==> src/sync_fifo.sv <==
`default_nettype none

module sync_fifo #(
  parameter int DEPTH = 4,
  parameter int WIDTH = 8
) (
  input  logic             CLK,
  input  logic             nRST,
  input  logic             i_wr,
  input  logic             i_rd,
  input  logic [WIDTH-1:0] i_din,
  output logic [WIDTH-1:0] o_dout,
  output logic             o_empty,
  output logic             o_full
);

  localparam int PTR_W = (DEPTH > 1) ? $clog2(DEPTH) : 1;
  localparam int CNT_W = $clog2(DEPTH + 1);

  logic [WIDTH-1:0] mem [DEPTH];
  logic [PTR_W-1:0] wr_ptr;
  logic [PTR_W-1:0] rd_ptr;
  logic [CNT_W-1:0] count;
  logic             do_wr;
  logic             do_rd;

  assign o_empty = (count == '0);
  assign o_full  = (count == CNT_W'(DEPTH));

  // pop only real data, a full fifo still takes a write when it pops
  assign do_rd = i_rd && !o_empty;
  assign do_wr = i_wr && (!o_full || do_rd);

  // head word straight from storage, no read latency
  assign o_dout = mem[rd_ptr];

  always_ff @(posedge CLK) begin
    if (do_wr) begin
      mem[wr_ptr] <= i_din;
    end
  end

  always_ff @(posedge CLK or negedge nRST) begin
    if (!nRST) begin
      wr_ptr <= '0;
      rd_ptr <= '0;
      count  <= '0;
    end else begin
      // pointers wrap at depth, depth need not be a power of two
      if (do_wr) begin
        wr_ptr <= (wr_ptr == PTR_W'(DEPTH-1)) ? '0 : wr_ptr + 1'b1;
      end
      if (do_rd) begin
        rd_ptr <= (rd_ptr == PTR_W'(DEPTH-1)) ? '0 : rd_ptr + 1'b1;
      end
      if (do_wr && !do_rd) begin
        count <= count + 1'b1;
      end else if (do_rd && !do_wr) begin
        count <= count - 1'b1;
      end
    end
  end

endmodule

`default_nettype wire

==> config.mk <==
export PLATFORM = sky130hd
export DESIGN_NAME = sync_fifo
export DESIGN_NICKNAME = d
export VERILOG_FILES = /design/src/sync_fifo.sv
export SDC_FILE = /design/constraint.sdc
export NUM_CORES = 1
export LEC_CHECK = 0
export BUFFER_PORTS_ARGS = -buffer_cell sky130_fd_sc_hd__clkbuf_2
export CORE_ASPECT_RATIO = 0.7
export CORE_MARGIN = 3
export CORE_UTILIZATION = 35
export CTS_BUF_LIST = sky130_fd_sc_hd__clkbuf_8 sky130_fd_sc_hd__clkbuf_16
export DETAILED_ROUTE_END_ITERATION = 8
export SYNTH_ARGS = -nofsm -noshare
export SYNTH_HDL_FRONTEND = slang
export SYNTH_SLANG_ARGS = --single-unit
==> constraint.sdc <==
create_clock -name CLK -period 2.5 [get_ports CLK]
set_clock_uncertainty 0.05 [all_clocks]
set_input_delay 0.5 -clock CLK [delete_from_list [all_inputs] [get_ports CLK]]
set_output_delay 0.5 -clock CLK [all_outputs]
set_load 0.02 [all_outputs]
After elaboration in Yosys (flattened, before gate mapping). Memory sizes are Yosys's and may differ from the RTL's. Cells that the tools add are included.

Register bits: 7. Input bits: 12. Logic and storage cells: 28. Output and inout port bits: 10. Memory bits (writable): 32. Memories kept: 1.

Memory list: mem (words 4, width 8, rd ports 1, clocked after Yosys merged registers in 0, write ports 1, RTL line 20) `logic [WIDTH-1:0] mem [DEPTH];`.

Equality and inequality tests: 3. Muxes and demuxes: 6. Add/sub/neg operators: 4. Reduce and logical (&&, ||, !) cells: 11.

Operators with widths (number): $mux 3 (2); $add 2x1->2 const B (2); $eq 2x2->1 const B (2); $logic_and 1x1->1 (4); $logic_not 1->1 (4); $mux 2 (2); $add 3x1->3 const B (1); $eq 3x3->1 const B (1); $logic_not 3->1 (1); $sub 3x1->3 const B (1); $mux 1 (2); $reduce_bool 2->1 (1); $logic_or 1x1->1 (1).

Longest topological paths before layout. Gate-level depths: netlist of run 1.

Depth in word-level cells: 9. Depth in mapped cells: 8. Depth with buffers taken out: 8.

Worst setup path after synthesis of run 1. Ideal clock, no wire load.

Path kind: reg-to-reg. Start point: reg count[0]. End point: reg count[2]. Path buffers: 0. Library setup time: 79 ps. Period minus slack after synthesis: 2379 ps. Stages on the path, launching flop included: 9. Arrival: 2250 ps. Required time: 2371 ps. Slack: 121 ps. Path through: dfrtp_1 > nor3_1 > nand2b_4 > ha_1 > inv_1 > fa_1 > xor2_1 > nor2_1 > xor2_1.

Longest elaborated chain between the ends: 8. Elaborated cells on any way between the ends: 16. Classes of those cells: add/sub (2); eq/ne (1); mux (2); reduce/logical (11).

RTL lines: start, declared (RTL line 23) `logic [CNT_W-1:0] count;`; start signal, assigned (RTL line 57) `count <= count + 1'b1;`; start signal, assigned (RTL line 59) `count <= count - 1'b1;`; $logic_not 3->1 (*) (RTL line 27) `assign o_empty = (count == '0);`; named net o_empty (RTL line 13) `output logic o_empty,`; $logic_not 1->1 (*) (RTL line 31) `assign do_rd = i_rd && !o_empty;`; $logic_and 1x1->1 (*) (RTL line 31); $logic_or 1x1->1 (RTL line 32) `assign do_wr = i_wr && (!o_full || do_rd);`; $logic_and 1x1->1 (RTL line 32); $logic_not 1->1 (RTL line 58) `end else if (do_rd && !do_wr) begin`; $logic_and 1x1->1 (RTL line 58); $reduce_bool 2->1 (no line).

The timed path passes the listed nets; every way through them passes the cells marked *. The select of a mux whose other input is x is not followed. A chain may end at the register's enable or synchronous reset.

Worst setup path after layout of run 1.
Start point: reg rd_ptr[0]. End point: out o_dout[3].

Longest elaborated chain between the ends: 1.

RTL lines: start, declared (RTL line 22) `logic [PTR_W-1:0] rd_ptr;`; start signal, assigned (RTL line 54) `rd_ptr <= (rd_ptr == PTR_W'(DEPTH-1)) ? '0 : rd_ptr + 1'b1;`; $mem_v2 4x8; end, declared (RTL line 12) `output logic [WIDTH-1:0] o_dout,`.

Every way passes these cells.

==> results.json, run 1 <==
{
  "syn_area_per_cell_um2": 20.6,
  "holdCritPathClass": "input pin to register",
  "io_pins": 22,
  "clock_path_buffers": 2,
  "worst_slack_ps": 186,
  "cts_sinks": 39,
  "drive_gt1_share_pct": 44.9,
  "drt_iter0_drc": 30,
  "final_net_count": 125,
  "wl_met3_um": 147,
  "fin_crit_sh_pct": 92.5,
  "clock_latency_ps": 290,
  "core_area_um2": 4400,
  "start_kind": "register",
  "multi_input_area_um2": 470,
  "syn_area_um2": 1630,
  "hpwl_um": 1760,
  "final_cell_area_um2": 1910,
  "grt_usage_pct": 10.5,
  "fillers": 385,
  "swShare_pct": 31.7,
  "finalSetupTns_ps": 0,
  "p_int_mw": 1.55,
  "power_density_nw_per_um2": 1190,
  "area_growth_pct": 17.3,
  "yosys.area.top_type": "edfxtp_1",
  "antenna_left": 0,
  "pwr-share-comb_pct": 32.5,
  "design.die.area_um2": 5530,
  "status": "finished clean",
  "maxSlewHeadroom_pct": 60.4,
  "p_leak_nw": 0.736,
  "synth_top_area_share_pct": 58.9,
  "clockRootBuffer": "clkbuf_8",
  "fin_crit_ps": 2310,
  "cp_data_arrival_time_ps": 1760,
  "placedCellCount": 153,
  "die_x_um": 87.6,
  "rsz0062_at_grt": "false",
  "ff_latch_area_um2": 1140,
  "crit_type": "register to primary output",
  "irDropWorstVdd_mv": 0.450,
  "wl_per_cell_um": 15.4,
  "wl_met2_um": 1240,
  "tightest_slew_ps": 593,
  "vias": 759,
  "cp_num_buf_inv": 1,
  "num_antenna_cells": 0,
  "pwr-share-seq_pct": 45.5,
  "crit_chain": "mux4_2, clkbuf_2",
  "h-tree-depth": 2,
  "gp_congestion": 0.605,
  "die_h_um": 63.1,
  "fmaxAchievable_ghz": 0.432,
  "worstPathMaxFanout": 11,
  "place_area_um2": 1800,
  "grt_max_degree": 13,
  "switchingPower_mw": 0.721,
  "synth_cells": 79,
  "cp-end-kind": "primary output",
  "drv_slew": 0,
  "synth_area_leaders": "edfxtp_1 (59%), mux4_2 (11%), dfrtp_1 (11%)",
  "drv_cap": 0,
  "initial_core_util_pct": 37.0,
  "cp.required_ps": 1950,
  "io_buffers": 21,
  "hold_violations": 0,
  "clkTransAtPathRegs_ps": 70,
  "fin_cells": 162,
  "synth_warnings": 0,
  "critPathMaxStageDelay_ps": 730,
  "synth_cell_types": 18,
  "finalWirelength_um": 2500,
  "synth-seq-area-share_pct": 69.7,
  "highest_layer": "met4",
  "drc": 0,
  "cp_slowest_cell": "dfrtp_1",
  "grt_pass1_vias": 816,
  "critPathTopFamily": "flip-flops",
  "placementRows": 20,
  "antenna_found_initial": 0,
  "synth.net_count": 98,
  "clkPwrFrac_pct": 22.0,
  "dp_slack_ps": 340,
  "synth-seq-cells": 39,
  "grt_pass1_wl_um": 4060,
  "via_per_inst": 4.69,
  "met1_length_um": 1050,
  "post_cts_buffers": 0,
  "cts-buffers-inserted": 5,
  "cts_tree": "built",
  "grt.overflow.total": 0,
  "dr.pass1.iters": 4,
  "final-setup-viol-count": 0
}
==> stage by stage <==
step           power, mW  util, %  hold WS, ps
2_1_floorplan       1.60        -          154
3_3_place_gp        1.78     40.8          300
3_5_place_dp        1.82     40.8          304
4_1_cts             2.33     43.4          370
5_1_grt             2.43     43.4          369
6_report            2.27     43.4          381
==> area by class of cell <==
class                   count  area share [%]
clock inverters             3            2.03
flip-flops and latches     39            59.4
repair buffers             22            6.02
well taps                  55            3.60
multi-input cells          34            24.6
inverters                   4           0.785
clock buffers               5            3.60
==> flip-flops by register name, indices dropped and copies added (netlist names) <==
name,cells
rd_ptr,2
wr_ptr,2
mem,32
count,3
==> layer usage <==
metal / track usage [%] / vias to the layer above
met3: 4.44 / 6
met2: 16.5 / 19
met5: 0 / -
met4: 5.17 / 0
met1: 12.2 / 379
li1: - / 355
==> synth_stat cells, drive strengths merged <==
master	n
edfxtp	32
inv	4
xnor2	1
fa	1
and2	4
ha	6
clkbuf	1
dfrtp	7
nor2	3
nand2b	1
a21boi	1
buf	1
nor3b	1
xor2	2
mux4	8
mux2	5
nor3	1
==> logic make-up after synthesis <==
group | count (synthesis) | share of synthesized area [%]
DFF | 39 | 69.7
adders and majority gates | 7 | 5.83
AOI/OAI and AO/OA | 1 | 1.15
muxes | 13 | 15.4
buffers and inverters | 6 | 1.46
xor gates and xnor gates | 3 | 1.61
and+or+nand+nor | 10 | 4.83
==> power by group through the flow <==
stage	sequential, mW	clock (mW)	combinational (mW)
after floorplan	0.958	0	0.640
after global placement	1.05	0	0.738
after detailed placement	1.06	0	0.759
after CTS	1.04	0.524	0.760
after global routing	1.07	0.547	0.813
final	1.03	0.501	0.740
==> final timing paths <==
kind                       slack, ps                     to             startpoint  depth (start not counted)
setup / recovery                 190              o_dout[3]  rd_ptr[0]$_DFFE_PN0P_                          2
hold / removal                   380    mem[3][7]$_DFFE_PP_               i_din[7]                          1
setup reg to reg                 430   count[2]$_DFFE_PN0P_   count[0]$_DFFE_PN0P_                          8
hold reg to reg                  460   count[2]$_DFFE_PN0P_   count[2]$_DFFE_PN0P_                          1
max in group asynchronous       1700   count[2]$_DFFE_PN0P_                   nRST                          2
min in group asynchronous        530  wr_ptr[0]$_DFFE_PN0P_                   nRST                          2
==> timing repair <==
item                                   in CTS  in global routing
endpoints found under the hold margin       7                  0
hold buffers                                1                  0
gates resized for setup                     0                  0
==> cell usage in the layout, fill, tap and decap left out <==
master and n:
edfxtp_1 32, clkbuf_2 21, mux4_2 8, dfrtp_1 7
ha_1 6, clkbuf_8 5, inv_1 4, and2_2 4
mux2_4 4, nor2_1 3, xor2_1 2, nor3_1 1
nor3b_4 1, a21boi_4 1, nand2b_4 1, xnor2_1 1
mux2_2 1, fa_1 1, clkinv_1 1, bufinv_16 1
clkinv_2 1, dlygate4sd3_1 1
No activity file was read; power rests on OpenSTA's default activity.
==> inputs of run 2 (changes only) <==
Settings changed: ABC_AREA from default to 1.
==> results.json, run 2 <==
{
  "yosys.area.top_type": "edfxtp_1",
  "start_kind": "register",
  "h-tree-depth": 2,
  "gp_congestion": 0.714,
  "status": "finished clean",
  "worst_slack_ps": 361,
  "die_h_um": 66.2,
  "wl_met3_um": 114,
  "reg_top3": "mem (32), count (3)",
  "cts_sinks": 39,
  "drive_gt1_share_pct": 24.6,
  "holdCritPathClass": "input pin to register",
  "post_cts_resized": 0,
  "cp-end-kind": "primary output",
  "power_density_nw_per_um2": 1120,
  "tightest_slew_ps": 766,
  "grt.overflow.total": 0,
  "highest_layer": "met4",
  "fillers": 474,
  "synth_top_area_share_pct": 53.0,
  "area_growth_pct": 13.5,
  "cts-buffers-inserted": 5,
  "synth_warnings": 0,
  "grt_pass1_vias": 1040,
  "drv_cap": 0,
  "finalSetupTns_ps": 0,
  "grt_usage_pct": 10.8,
  "wl_met2_um": 1280,
  "vias": 1079,
  "cp.required_ps": 1950,
  "synth_cell_types": 25,
  "clock_path_buffers": 2,
  "synth_ff_type": "edfxtp_1",
  "fmaxAchievable_ghz": 0.468,
  "synth-edff-count": 32,
  "crit_chain": "o211ai_1, nand2_1, clkbuf_2",
  "fin_hold_ws_ps": 386,
  "largest_reg_flops": 32,
  "clock_latency_ps": 280,
  "irDropWorstVdd_mv": 0.374,
  "num_antenna_cells": 0,
  "grt_max_degree": 19,
  "worstPathMaxFanout": 18,
  "async_flop_share_pct": 17.9,
  "clockRootBuffer": "clkbuf_8",
  "wl_per_cell_um": 11.1,
  "synth-seq-cells": 39,
  "fin_crit_sh_pct": 85.5,
  "final_common_cell": "edfxtp_1",
  "final-setup-viol-count": 0,
  "placementRows": 21,
  "met1_length_um": 1350,
  "top_register": "mem",
  "drc": 0,
  "p_leak_nw": 0.903,
  "cp_slowest_cell": "dfrtp_1",
  "antenna_found_initial": 0,
  "critPathMaxStageDelay_ps": 840,
  "hold_violations": 0,
  "final_cell_mix": "edfxtp_1 (32), nand2_1 (31), inv_1 (29)",
  "initial_core_util_pct": 37.1,
  "finalWirelength_um": 2800,
  "syn_area_per_cell_um2": 11.8,
  "hpwl_um": 2080,
  "final_net_count": 202,
  "io_buffers": 21,
  "cp_num_buf_inv": 1,
  "clkTransAtPathRegs_ps": 70,
  "drv_slew": 0,
  "via_per_inst": 4.28,
  "cp_data_arrival_time_ps": 1590,
  "post-synth-top-count-cell": "edfxtp_1",
  "antenna_left": 0,
  "synth_area_leaders": "edfxtp_1 (53%), dfrtp_1 (9.7%), nand2_1 (6.4%)",
  "r2r_setup_slack_ps": 620,
  "drt_iter0_drc": 29,
  "fin_crit_ps": 2140,
  "p_total_mw": 2.31,
  "synth.net_count": 173,
  "dp_slack_ps": 530,
  "core_area_um2": 4890,
  "cts_tree": "built",
  "critPathTopFamily": "flip-flops",
  "design.die.area_um2": 6090,
  "synth_common_cells": "edfxtp_1 (32), nand2_1 (31), inv_1 (29)",
  "dr.pass1.iters": 4,
  "grt_pass1_wl_um": 4930,
  "synth-seq-area-share_pct": 62.7,
  "maxSlewHeadroom_pct": 49.0,
  "die_x_um": 92.0,
  "crit_type": "register to primary output",
  "rsz0062_at_grt": "false",
  "syn_area_um2": 1810,
  "io_pins": 22,
  "synth_cells": 154
}
==> run 2: kinds of logic (layout without fill, tap and decap cells) <==
group                      Yosys count  in the layout  share of synthesized area [%]
adders and majority gates            7              7                           5.24
buffers and inverters               35             64                           10.4
DFF                                 39             39                           62.7
xor gates and xnor gates             1              1                          0.483
AOI/OAI and AO/OA                   25             25                           9.87
and+or+nand+nor                     47             47                           11.4
==> run 2: final cells by class <==
| type | instances | area (um2) | share of cell area [%] |
|---|---|---|---|
| Clock inverter | 2 | 8.76 | 0.426 |
| Multi-Input combinational cell | 80 | 489 | 23.8 |
| Sequential cell | 39 | 1140 | 55.2 |
| Clock buffer | 5 | 68.8 | 3.34 |
| Tap cell | 69 | 86.3 | 4.19 |
| Inverter | 29 | 109 | 5.29 |
| Timing Repair Buffer | 28 | 160 | 7.78 |
==> run 2: metal layers <==
layer | track usage, % | vias up
li1 | - | 564
met1 | 13.9 | 492
met2 | 16.8 | 19
met3 | 2.96 | 4
met4 | 5.56 | 0
met5 | 0 | -
==> run 2: path summary, 6_finish.rpt <==
| path | cells past startpoint | end | start |
|---|---|---|---|
| max | 3 | o_dout[1] | rd_ptr[1]$_DFFE_PN0P_ |
| min | 1 | mem[0][6]$_DFFE_PP_ | i_din[6] |
| max reg2reg | 10 | count[2]$_DFFE_PN0P_ | count[0]$_DFFE_PN0P_ |
| min reg2reg | 2 | count[2]$_DFFE_PN0P_ | count[2]$_DFFE_PN0P_ |
| max in group asynchronous | 2 | rd_ptr[0]$_DFFE_PN0P_ | nRST |
| min in group asynchronous | 2 | count[0]$_DFFE_PN0P_ | nRST |
==> run 2: through the flow <==
step           cells  cell area (um2)  util (%)
5_1_grt          252             2060      42.1
3_5_place_dp     244             1970      40.3
6_report         252             2060      42.1
3_3_place_gp     244             1970      40.3
2_1_floorplan    154             1810         -
4_1_cts          252             2060      42.1
==> run 2: repair_timing <==
action | 4_1_cts | 5_1_grt
setup buffers | 0 | 0
hold buffers | 1 | 0
endpoints found under the hold margin | 7 | 0
endpoints found under the setup margin | 0 | 0
==> run 2: power breakdown <==
part	total, mW	internal [mW]	leakage, nW	switching (mW)
sequential	1.02	0.869	0.378	0.152
clock	0.377	0.185	0.0414	0.192
combinational	0.910	0.350	0.483	0.560
